**config.mk**
```make
export PLATFORM = sky130hd
export DESIGN_NAME = dcache_top
export DESIGN_NICKNAME = d
export VERILOG_FILES = /design/src/design/dcache_pkg.sv /design/src/design/dcache_top.sv /design/src/design/dcache_data_store.sv /design/src/design/dcache_tag_store.sv /design/src/design/dcache_ctrl.sv
export SDC_FILE = /design/constraint.sdc
export NUM_CORES = 2
export LEC_CHECK = 0
export BUFFER_PORTS_ARGS = -buffer_cell sky130_fd_sc_hd__buf_2
export CAP_MARGIN = 20
export CORE_UTILIZATION = 40
export CTS_CLUSTER_SIZE = 24
export DETAILED_ROUTE_END_ITERATION = 16
export PLACE_DENSITY = 0.63
export SYNTH_ARGS = -nofsm -noshare
export SYNTH_HDL_FRONTEND = slang
export SYNTH_SLANG_ARGS = --single-unit
```
**constraint.sdc**
```tcl
create_clock -name clk -period 13.9 [get_ports clk]
set_clock_uncertainty 0.2 [all_clocks]
set_input_delay 2.085 -clock clk [delete_from_list [all_inputs] [get_ports clk]]
set_output_delay 2.085 -clock clk [all_outputs]
set_load 0.1 [all_outputs]
```
**src/design/dcache_pkg.sv**
```systemverilog
// assumes a 32-bit word-addressed processor and 4-word lines; set count is a module parameter
package dcache_pkg;

	// ------------------------------------------------------------------------
	// basic widths
	// ------------------------------------------------------------------------

	// processor data word
	localparam int WORD_BITS = 32;

	// word offset inside a line
	localparam int OFFSET_BITS = 2;
	localparam int WORDS_PER_LINE = 1 << OFFSET_BITS;

	// processor word address, byte offset already stripped
	localparam int WORD_ADDR_BITS = 30;

	typedef logic [WORD_BITS-1:0] word_t;

	// word 0 sits in the low bits
	typedef logic [WORDS_PER_LINE*WORD_BITS-1:0] line_t;

	typedef logic [WORD_ADDR_BITS-1:0] word_addr_t;

	// word address without its offset, as seen by memory
	typedef logic [WORD_ADDR_BITS-OFFSET_BITS-1:0] line_addr_t;

	// ------------------------------------------------------------------------
	// controller states
	// ------------------------------------------------------------------------

	// compare_tag serves hits and spots misses
	// write_back pushes the dirty victim out
	// allocate fetches the missing line
	typedef enum logic [1:0] {
		compare_tag = 2'd0,
		write_back  = 2'd1,
		allocate    = 2'd2
	} cache_state_e;

endpackage
```
**src/design/dcache_top.sv**
```systemverilog
// write-back cache top; requests held under stall on both sides, SET_BITS from 1 to 4
`timescale 1ns/100ps

module dcache_top #(
	parameter int SET_BITS = 2
) (
	input  logic                   clk,
	input  logic                   proc_reset,
	input  logic                   proc_read,
	input  logic                   proc_write,
	input  dcache_pkg::word_addr_t proc_addr,
	input  dcache_pkg::word_t      proc_wdata,
	output dcache_pkg::word_t      proc_rdata,
	output logic                   proc_stall,
	output logic                   mem_read,
	output logic                   mem_write,
	output dcache_pkg::line_addr_t mem_addr,
	output dcache_pkg::line_t      mem_wdata,
	input  dcache_pkg::line_t      mem_rdata,
	input  logic                   mem_ready
);
	import dcache_pkg::*;

	// tag store to controller
	logic       hit;
	logic       victim_dirty;
	line_addr_t victim_line_addr;

	// tag store to data store
	logic hit_way;
	logic victim_way;

	// controller to both stores
	logic word_write;
	logic refill;
	logic clean;

	// ------------------------------------------------------------------------
	// control
	// ------------------------------------------------------------------------

	dcache_ctrl i_ctrl (
		.clk              (clk),
		.proc_reset       (proc_reset),
		.proc_read        (proc_read),
		.proc_write       (proc_write),
		.proc_addr        (proc_addr),
		.hit              (hit),
		.victim_dirty     (victim_dirty),
		.victim_line_addr (victim_line_addr),
		.mem_ready        (mem_ready),
		.proc_stall       (proc_stall),
		.mem_read         (mem_read),
		.mem_write        (mem_write),
		.mem_addr         (mem_addr),
		.word_write       (word_write),
		.refill           (refill),
		.clean            (clean)
	);

	// ------------------------------------------------------------------------
	// stores
	// ------------------------------------------------------------------------

	dcache_tag_store #(
		.SET_BITS (SET_BITS)
	) i_tag_store (
		.clk              (clk),
		.proc_reset       (proc_reset),
		.proc_addr        (proc_addr),
		.word_write       (word_write),
		.refill           (refill),
		.clean            (clean),
		.hit              (hit),
		.hit_way          (hit_way),
		.victim_way       (victim_way),
		.victim_dirty     (victim_dirty),
		.victim_line_addr (victim_line_addr)
	);

	dcache_data_store #(
		.SET_BITS (SET_BITS)
	) i_data_store (
		.clk        (clk),
		.proc_addr  (proc_addr),
		.proc_wdata (proc_wdata),
		.mem_rdata  (mem_rdata),
		.hit_way    (hit_way),
		.victim_way (victim_way),
		.word_write (word_write),
		.refill     (refill),
		.proc_rdata (proc_rdata),
		.mem_wdata  (mem_wdata)
	);

endmodule

```
**src/design/dcache_data_store.sv**
```systemverilog
// line storage for two ways; reads combinational, writes on the enable edge, no reset on data
`timescale 1ns/100ps

module dcache_data_store #(
	parameter int SET_BITS = 2
) (
	input  logic                   clk,
	input  dcache_pkg::word_addr_t proc_addr,
	input  dcache_pkg::word_t      proc_wdata,
	input  dcache_pkg::line_t      mem_rdata,
	input  logic                   hit_way,
	input  logic                   victim_way,
	input  logic                   word_write,
	input  logic                   refill,
	output dcache_pkg::word_t      proc_rdata,
	output dcache_pkg::line_t      mem_wdata
);
	import dcache_pkg::*;

	localparam int SETS = 1 << SET_BITS;

	typedef logic [SET_BITS-1:0]    set_t;
	typedef logic [OFFSET_BITS-1:0] offset_t;

	line_t data_q [2][SETS];

	set_t    set_idx;
	offset_t word_sel;
	line_t   hit_line;
	line_t   merged_line;
	line_t   write_line;
	logic    write_way;

	assign set_idx  = proc_addr[OFFSET_BITS+SET_BITS-1:OFFSET_BITS];
	assign word_sel = proc_addr[OFFSET_BITS-1:0];
	assign hit_line = data_q[hit_way][set_idx];

	// whole victim line for the write-back
	assign mem_wdata = data_q[victim_way][set_idx];

	// pick the addressed word, and splice in the write data
	always_comb begin
		proc_rdata  = '0;
		merged_line = hit_line;
		for (int w = 0; w < WORDS_PER_LINE; w++) begin
			if (word_sel == offset_t'(w)) begin
				proc_rdata = hit_line[w*WORD_BITS +: WORD_BITS];
				merged_line[w*WORD_BITS +: WORD_BITS] = proc_wdata;
			end
		end
	end

	// refill lands in the victim way, a write hit in the hit way
	assign write_way  = refill ? victim_way : hit_way;
	assign write_line = refill ? mem_rdata : merged_line;

	always_ff @(posedge clk) begin
		if (word_write || refill) begin
			data_q[write_way][set_idx] <= write_line;
		end
	end

endmodule

```
**src/design/dcache_tag_store.sv**
```systemverilog
// two ways per set; SET_BITS from 1 to 4; outputs are combinational from proc_addr
`timescale 1ns/100ps

module dcache_tag_store #(
	parameter int SET_BITS = 2
) (
	input  logic                   clk,
	input  logic                   proc_reset,
	input  dcache_pkg::word_addr_t proc_addr,
	input  logic                   word_write,
	input  logic                   refill,
	input  logic                   clean,
	output logic                   hit,
	output logic                   hit_way,
	output logic                   victim_way,
	output logic                   victim_dirty,
	output dcache_pkg::line_addr_t victim_line_addr
);
	import dcache_pkg::*;

	localparam int SETS     = 1 << SET_BITS;
	localparam int TAG_BITS = $bits(line_addr_t) - SET_BITS;

	typedef logic [SET_BITS-1:0] set_t;
	typedef logic [TAG_BITS-1:0] tag_t;

	// per set, bit w belongs to way w
	logic [1:0] valid_q [SETS];
	logic [1:0] dirty_q [SETS];

	// way to evict next when both are valid
	logic repl_q [SETS];

	tag_t tag_q [2][SETS];

	line_addr_t req_line;
	set_t       set_idx;
	tag_t       req_tag;
	logic [1:0] way_hit;

	// set from the low line bits, tag from the rest
	assign req_line = proc_addr[$bits(word_addr_t)-1:OFFSET_BITS];
	assign set_idx  = req_line[SET_BITS-1:0];
	assign req_tag  = req_line[$bits(line_addr_t)-1:SET_BITS];

	// ------------------------------------------------------------------------
	// lookup
	// ------------------------------------------------------------------------

	always_comb begin
		for (int w = 0; w < 2; w++) begin
			way_hit[w] = valid_q[set_idx][w] && (tag_q[w][set_idx] == req_tag);
		end
	end

	assign hit     = |way_hit;
	assign hit_way = way_hit[1];

	// empty ways first, way 0 before way 1
	always_comb begin
		if (!valid_q[set_idx][0]) begin
			victim_way = 1'b0;
		end else if (!valid_q[set_idx][1]) begin
			victim_way = 1'b1;
		end else begin
			victim_way = repl_q[set_idx];
		end
	end

	assign victim_dirty     = dirty_q[set_idx][victim_way];
	assign victim_line_addr = {tag_q[victim_way][set_idx], set_idx};

	// ------------------------------------------------------------------------
	// updates
	// ------------------------------------------------------------------------

	// the three pulses come from different states, never together
	always_ff @(posedge clk) begin
		if (proc_reset) begin
			for (int s = 0; s < SETS; s++) begin
				valid_q[s] <= '0;
				dirty_q[s] <= '0;
				repl_q[s]  <= 1'b0;
			end
		end else if (refill) begin
			// fresh line is clean, the other way goes next
			valid_q[set_idx][victim_way] <= 1'b1;
			dirty_q[set_idx][victim_way] <= 1'b0;
			repl_q[set_idx]              <= ~victim_way;
		end else if (clean) begin
			dirty_q[set_idx][victim_way] <= 1'b0;
		end else if (word_write) begin
			dirty_q[set_idx][hit_way] <= 1'b1;
		end
	end

	// tags only change with a refill
	always_ff @(posedge clk) begin
		if (refill) begin
			tag_q[victim_way][set_idx] <= req_tag;
		end
	end

endmodule

```
**src/design/dcache_ctrl.sv**
```systemverilog
// processor must hold its request while proc_stall is high; memory holds nothing between requests
`timescale 1ns/100ps

module dcache_ctrl (
	input  logic                   clk,
	input  logic                   proc_reset,
	input  logic                   proc_read,
	input  logic                   proc_write,
	input  dcache_pkg::word_addr_t proc_addr,
	input  logic                   hit,
	input  logic                   victim_dirty,
	input  dcache_pkg::line_addr_t victim_line_addr,
	input  logic                   mem_ready,
	output logic                   proc_stall,
	output logic                   mem_read,
	output logic                   mem_write,
	output dcache_pkg::line_addr_t mem_addr,
	output logic                   word_write,
	output logic                   refill,
	output logic                   clean
);
	import dcache_pkg::*;

	cache_state_e state_q;
	cache_state_e state_d;

	// any processor request this cycle
	logic access;

	// line the processor is asking for
	line_addr_t req_line;

	assign access   = proc_read | proc_write;
	assign req_line = proc_addr[$bits(word_addr_t)-1:OFFSET_BITS];

	// ------------------------------------------------------------------------
	// state register
	// ------------------------------------------------------------------------

	// out of reset straight into tag compare
	always_ff @(posedge clk) begin
		if (proc_reset) begin
			state_q <= compare_tag;
		end else begin
			state_q <= state_d;
		end
	end

	// ------------------------------------------------------------------------
	// next state and outputs
	// ------------------------------------------------------------------------

	always_comb begin
		state_d    = state_q;
		proc_stall = 1'b1;
		mem_read   = 1'b0;
		mem_write  = 1'b0;
		mem_addr   = req_line;
		word_write = 1'b0;
		refill     = 1'b0;
		clean      = 1'b0;
		case (state_q)
			compare_tag: begin
				// hits finish here with no extra cycle
				proc_stall = access & ~hit;
				word_write = proc_write & hit;
				if (access && !hit) begin
					// dirty victim must go out before the refill
					state_d = victim_dirty ? write_back : allocate;
				end
			end
			write_back: begin
				// victim address rebuilt by the tag store
				mem_write = 1'b1;
				mem_addr  = victim_line_addr;
				clean     = mem_ready;
				if (mem_ready) begin
					state_d = allocate;
				end
			end
			allocate: begin
				// request stays up through the ready cycle
				mem_read = 1'b1;
				refill   = mem_ready;
				if (mem_ready) begin
					// back to compare, where the access now hits
					state_d = compare_tag;
				end
			end
			default: begin
				state_d = compare_tag;
			end
		endcase
	end

endmodule

```
# == Word level (Yosys, flattened, before mapping) ==
# Memory sizes are Yosys's and may differ from the RTL's.
# Cells that the tools add are included.
# totals
word_cells,127
inputBits,195
mem_bits_rw,1252
n_memories,5
reg_bits,2
# op_classes
reduce_logical,15
bitwise,10
eq_ne,10
mux,80
magnitude_cmp,6
# memory_table
name,depth,width,read_ports,rd_clocked_by_memory_dff,write_ports,line_no,text
i_data_store.data_q,2,512,2,0,1,dcache_data_store.sv:25,line_t data_q [2][SETS];
i_tag_store.tag_q,2,104,3,0,1,dcache_tag_store.sv:34,tag_t tag_q [2][SETS];
i_tag_store.dirty_q,4,2,1,0,4,dcache_tag_store.sv:29,logic [1:0] dirty_q [SETS];
i_tag_store.valid_q,4,2,1,0,4,dcache_tag_store.sv:28,logic [1:0] valid_q [SETS];
i_tag_store.repl_q,4,1,1,0,4,dcache_tag_store.sv:32,logic repl_q [SETS];
# op_table
operator,count
128-bit 2-to-1 mux,6
128-bit binary-select mux with 2-bit select,2
512-bit 2-to-1 mux,1
128-bit demux with 2-bit select,1
32-bit 2-to-1 mux,8
26-bit 2-to-1 mux,7
26-bit binary-select mux with 2-bit select,3
104-bit 2-to-1 mux,1
26-bit demux with 2-bit select,1
26-bit equality test,2
1-bit 2-to-1 mux,32
2-bit 2-to-1 mux,14
28-bit 2-to-1 mux,1
2-bit equality test (second input constant),3
1-bit logical AND,6
2-bit one-hot mux with 3 select lines,1
2-bit OR reduction,3
1-bit bitwise OR,5
2-bit by 1-bit equality test with 1-bit output (second input constant),2
2-bit logical NOT,2
1-bit by 2-bit < comparator with 1-bit output (second input constant),2
2-bit inequality test (second input constant),2
3-bit >= comparator (second input constant),1
3-bit by 1-bit < comparator with 1-bit output (second input constant),1
other kinds (10),14

# == Longest topological paths before layout ==
# depth
ltp_word,17
mapped_depth,15
depth_no_buf,9

# == Modules after synthesis ==
# Synthesis repeated with hierarchy kept, for this count alone.
# unflattened
hier_cells,3111
hier_area_um2,59957.5
# by_module_without_submodules
module,seq_area_each_um2,cells_per_inst,area_each_um2,instances
dcache_data_store,30749.5,2493,49572.5,1
dcache_tag_store,6846.6,571,9780.6,1
dcache_ctrl,40.0,47,604.3,1

# == Worst setup path after synthesis ==
# No wires, ideal clock.
# synth_timing
kind,in2reg
startpoint,input proc_addr[2]
endpoint,"memory i_data_store.data_q[1][0] (netlist bit), enable pin"
arrival_ps,9835
path_stages,12
path_slack_ps,3247
setup_ps,617
path_cell_list,buf_6 > buf_6 > mux4_2 > xnor2_1 > nand2_1 > or3_1 > nor4_2 > buf_4 > buf_6 > buf_2 > a32oi_1 > nor2_1
# synth_via
elab_chain_len,12
elab_cells_between_ends,27
classes_between,order compare (2); eq/ne (2); mux (14); bitwise (2); reduce/logical (5); memory (2)
# synth_lines
item,line_no,text
from (decl),dcache_top.sv:11,"input dcache_pkg::word_addr_t proc_addr,"
2-bit NOT with 3-bit output (implied by the code),"dcache_data_store.sv:59, dcache_tag_store.sv:52",
26-bit binary-select mux with 2-bit select,dcache_tag_store.sv:52,way_hit[w] = valid_q[set_idx][w] && (tag_q[w][set_idx] == req_tag);
26-bit 2-to-1 mux (implied by the code) (2 in series),dcache_tag_store.sv:52,
26-bit equality test,dcache_tag_store.sv:52,
1-bit logical AND,dcache_tag_store.sv:52,
2-bit OR reduction,dcache_tag_store.sv:56,assign hit = |way_hit;
1-bit AND,dcache_ctrl.sv:66,word_write = proc_write & hit;
1-bit 2-to-1 mux,dcache_ctrl.sv:62,case (state_q)
1-bit logical OR,dcache_data_store.sv:58,if (word_write || refill) begin
1-bit 2-to-1 mux,dcache_data_store.sv:58,
512-bit 2-to-1 mux (implied by the code),dcache_data_store.sv:59,data_q[write_way][set_idx] <= write_line;
to (decl),dcache_data_store.sv:25,
# Parallel ways exist; a longest one is shown, timed or not. The select of a mux whose other input is x is not followed.

# == Worst setup path after layout ==
# layout_timing
startpoint,input proc_addr[2]
endpoint,output proc_rdata[26]
# layout_via
elab_chain_len,14
elab_cells_between_ends,15
classes_between,eq/ne (1); mux (10); bitwise (1); reduce/logical (1); memory (2)
# layout_lines
item,line_no,text
2-bit NOT with 3-bit output (implied by the code),"dcache_data_store.sv:36, dcache_tag_store.sv:52",
26-bit binary-select mux with 2-bit select,dcache_tag_store.sv:52,
26-bit 2-to-1 mux (implied by the code) (2 in series),dcache_tag_store.sv:52,
26-bit equality test,dcache_tag_store.sv:52,
1-bit logical AND,dcache_tag_store.sv:52,
memory 2 x 512 bit,n/a,
128-bit binary-select mux with 2-bit select (*),dcache_data_store.sv:36,assign hit_line = data_q[hit_way][set_idx];
128-bit 2-to-1 mux (implied by the code) (*) (2 in series),dcache_data_store.sv:36,
32-bit 2-to-1 mux (3 in series),dcache_data_store.sv:46,if (word_sel == offset_t'(w)) begin
32-bit 2-to-1 mux (*),dcache_data_store.sv:46,
to (decl),dcache_top.sv:13,"output dcache_pkg::word_t proc_rdata,"
# Every way passes the cells marked *; elsewhere a longest branch is shown, timed or not. The select of a mux whose other input is x is not followed.

==> flow_metrics.py <==
metrics = {
    "clock_network": {
        "cts_tree": "yes",
        "cts_sinks": 1254,
        "cts_buffers": 142,
        "clk-insertion-delay-late_ps": 790,
        "cts.clk_slew.worst_paths_ps": 60,
        "clk_path_buf_depth": 3,
        "post_cts_buffers": 0,
        "cts-root-buf": "clkbuf_16",
        "cts-resized-gates": 0,
        "cts_hold_buf": 0,
        "htreeDepth": 4,
    },
    "detailed_routing": {
        "drtAntennaViolNets": 0,
        "viasPerCell": 5.97,
        "vias": 49300,
        "first_iter_violations": 6574,
        "dr.pass1.iters": 7,
        "routed_wl_um": 233000,
        "wire_per_inst_um": 28.2,
        "drt_drc_violations_left": 0,
    },
    "timing": {
        "setup_tns_ps": 0,
        "tightest_slew_ps": 1220,
        "fmax_mhz": 91.9,
        "setup_violations": 0,
        "rsz0062_at_grt": "no",
        "slew_viol_final": 0,
        "period_share_pct": 78.3,
        "fin_crit_ps": 10880,
        "slew_headroom_pct": 17.8,
        "finalHoldViolCount": 0,
    },
    "die": {
        "rows": 146,
        "die_h_um": 401,
        "initial_utilization_pct": 40.3,
        "fp.coreArea_mm2": 0.158,
        "ios": 386,
        "die_w_um": 401,
        "dieArea_mm2": 0.161,
    },
    "power": {
        "max-vdd-ir-drop_mv": 0.127,
        "switching_share_pct": 31.5,
        "p_per_area_mw_per_mm2": 135,
        "p_int_mw": 6.66,
        "pwr-share-comb_pct": 18.4,
        "clkPwrFrac_pct": 36.8,
        "p_leak_nw": 24.6,
        "power_frac_seq_pct": 44.7,
        "power_switching_mw": 3.06,
    },
    "worst_setup_path": {
        "cp_common_cell": "buf_4",
        "cp-end-kind": "output pin",
        "path_cells": "buf_4 -> buf_4 -> mux4_2 -> xnor2_1 -> nand4_1 -> or3_1 -> nor4_4 -> buf_8 -> buf_12 -> buf_4 -> mux2i_1 -> nor4_2 -> buf_4 -> a22o_1 -> nor2_1 -> buf_2",
        "path_class": "in -> out",
        "crit_slowest_cell": "nor2_1",
        "cp_data_arrival_time_ps": 8600,
        "worstPathMaxFanout": 105,
        "worstSetupStartpointType": "input pin",
        "required_ps": 11610,
        "cpPeakStageDelay_ps": 720,
    },
    "logic_synthesis": {
        "synth_xor_xnor_area_share_pct": 0.742,
        "synthCells": 5888,
        "synth_top_family_by_area": "simple AND/OR/NAND/NOR gates",
        "syn_nets": 6083,
        "ys_async_sr_fraction_pct": 0,
        "synth-simple-area-share_pct": 17.8,
        "avgSynthCellArea_um2": 10.8,
        "synth-main-ff-cell": "edfxtp_1",
        "synth_edf_count": 1252,
        "netlist_area_mm2": 0.0637,
        "synthDistinctLibCells": 48,
        "synth-seq-cells": 1254,
        "ys_warn_count": 0,
        "synth_compound_area_share_pct": 8.91,
        "seq_area_frac_synth_pct": 59.1,
        "yosys-mux-area-fraction_pct": 10.1,
        "synthAdderAreaFrac_pct": 0,
    },
    "grt": {
        "grt_pass1_wl_um": 330000,
        "grt_overflow": 0,
        "track_usage_pct": 28.3,
        "grt_pass1_vias": 46500,
        "antenna_found_initial": 60,
        "grt_max_degree": 189,
    },
    "run": {
        "maxCapViolations": 0,
    },
    "outcome": {
        "outcome": "finished, final reports clean",
    },
    "place": {
        "port_buffers": 385,
        "hpwl_um": 144000,
        "gp_congestion": 0.910,
    },
    "finish": {
        "fillCellCount": 14400,
        "drive_gt1_share_pct": 14.4,
        "fin_nets": 6252,
        "syn_to_final_growth_pct": 12.6,
        "utilization_pct": 45.4,
    },
    "hold_path": {
        "min_path_type": "reg -> reg",
    },
}
-- cells by family (layout without fill, tap and decap cells) --
family,after synthesis,after routing
AOI/OAI and AO/OA,1009,1009
xor gates and xnor gates,54,54
buffers and inverters,455,730
DFF,1254,1254
muxes,579,579
other,0,25
and+or+nand+nor,2537,2537
-- worst paths after layout --
check	from	end	slack, ps	depth (start not counted)
worst max register to register	i_tag_store.tag_q[0][75]$_DFFE_PP_	i_data_store.data_q[0][201]$_DFFE_PP_	8200	9
worst max-delay path	proc_addr[2]	proc_rdata[26]	3020	16
worst min-delay path	i_ctrl.state_q[1]$_SDFFE_PP0P_	i_ctrl.state_q[1]$_SDFFE_PP0P_	420	2
worst min register to register	i_ctrl.state_q[1]$_SDFFE_PP0P_	i_ctrl.state_q[1]$_SDFFE_PP0P_	420	2
-- power by group through the flow --
stage | sequential [mW] | combinational (mW) | clock, mW
2_1_floorplan | 4.42 | 1.20 | 0
3_3_place_gp | 4.42 | 1.75 | 0
3_5_place_dp | 4.42 | 1.77 | 0
4_1_cts | 4.34 | 1.77 | 3.62
5_1_grt | 4.35 | 1.86 | 3.76
6_report | 4.35 | 1.79 | 3.58
-- synth_stat cells, types with 42 or more instances --
master / count / area, um^2
a21o_1: 137 / 1030
a21oi_1: 644 / 3220
a22o_1: 64 / 561
clkbuf_1: 351 / 1320
edfxtp_1: 1252 / 37600
mux2i_1: 525 / 5260
mux4_2: 52 / 1170
nand2_1: 2116 / 7940
nor2_1: 88 / 330
nor4_2: 129 / 1610
o21ai_0: 134 / 671
or4_1: 128 / 961
xnor2_1: 42 / 368
-- placed cells by master (no fill, tap or decap), types with 3 or more instances in the layout --
cell type / netlist / routed
and3_1: 5 / 5
clkinvlp_4: 0 / 4
nor2_2: 0 / 9
diode_2: 0 / 25
xor2_1: 12 / 12
or3_1: 3 / 3
nand2_1: 2116 / 2113
buf_2: 16 / 384
and2_4: 0 / 6
and2_1: 11 / 5
nand4_1: 12 / 12
a22o_1: 64 / 64
clkinv_1: 0 / 32
or4_1: 128 / 128
a21o_1: 137 / 137
inv_1: 5 / 5
a21oi_1: 644 / 644
clkbuf_1: 351 / 35
buf_4: 19 / 71
bufinv_16: 0 / 4
mux2i_1: 525 / 525
nor3_1: 3 / 3
mux4_2: 52 / 52
edfxtp_1: 1252 / 1252
nor4_2: 129 / 125
buf_12: 5 / 18
or2_2: 10 / 9
nor4_4: 0 / 4
o21ai_0: 134 / 134
a31oi_1: 23 / 23
clkinv_16: 0 / 11
nand2b_1: 12 / 8
nor4_1: 6 / 6
nand2b_4: 0 / 3
nor2_4: 0 / 5
clkinv_2: 0 / 15
clkbuf_16: 0 / 142
xnor2_1: 42 / 42
nor2_1: 88 / 74
-- state kept, by name, summed over array words and instances (netlist names) --
name and count:
i_tag_store.valid_q 8, i_tag_store.repl_q 4, i_tag_store.tag_q 208, i_ctrl.state_q 2, i_data_store.data_q 1024, i_tag_store.dirty_q 8
-- per-layer routing --
layer	global-route usage, %	wire, um	up-vias
met5	0	264	-
met4	13.7	11600	44
met3	8.79	29000	526
met2	42.6	103000	2870
met1	36.9	89300	24400
li1	-	-	21400
-- layout make-up --
class	count	area, um^2	share of cell area, %
well taps	2072	2590	3.61
repair buffers	475	2860	3.98
inverters	5	18.8	0.0262
clock buffers	178	3700	5.15
flip-flops and latches	1254	37600	52.5
clock inverters	72	766	1.07
diodes	25	62.6	0.0872
multi-input cells	4179	24100	33.6
-- worst max-delay path, delay by kind of cell --
kind | cells | cell delay, ps
compound gates | 1 | 270
xor+xnor | 1 | 220
mux | 2 | 890
simple gates | 5 | 1860
buf+inv | 7 | 3160
-- per-stage QoR --
stage          worst slack, ps  area, um^2  cells  hold slack, ps  total power, mW
2_1_floorplan             3250       63700   5888             367             5.62
5_1_grt                   2690       71700   8241             468             9.97
6_report                  3020       71800   8260             424             9.72
3_5_place_dp              3100       67200   7982             412             6.19
3_3_place_gp              2760       67200   7980             389             6.17
4_1_cts                   3080       71700   8232             421             9.74
No activity file was read; power rests on OpenSTA's default activity.
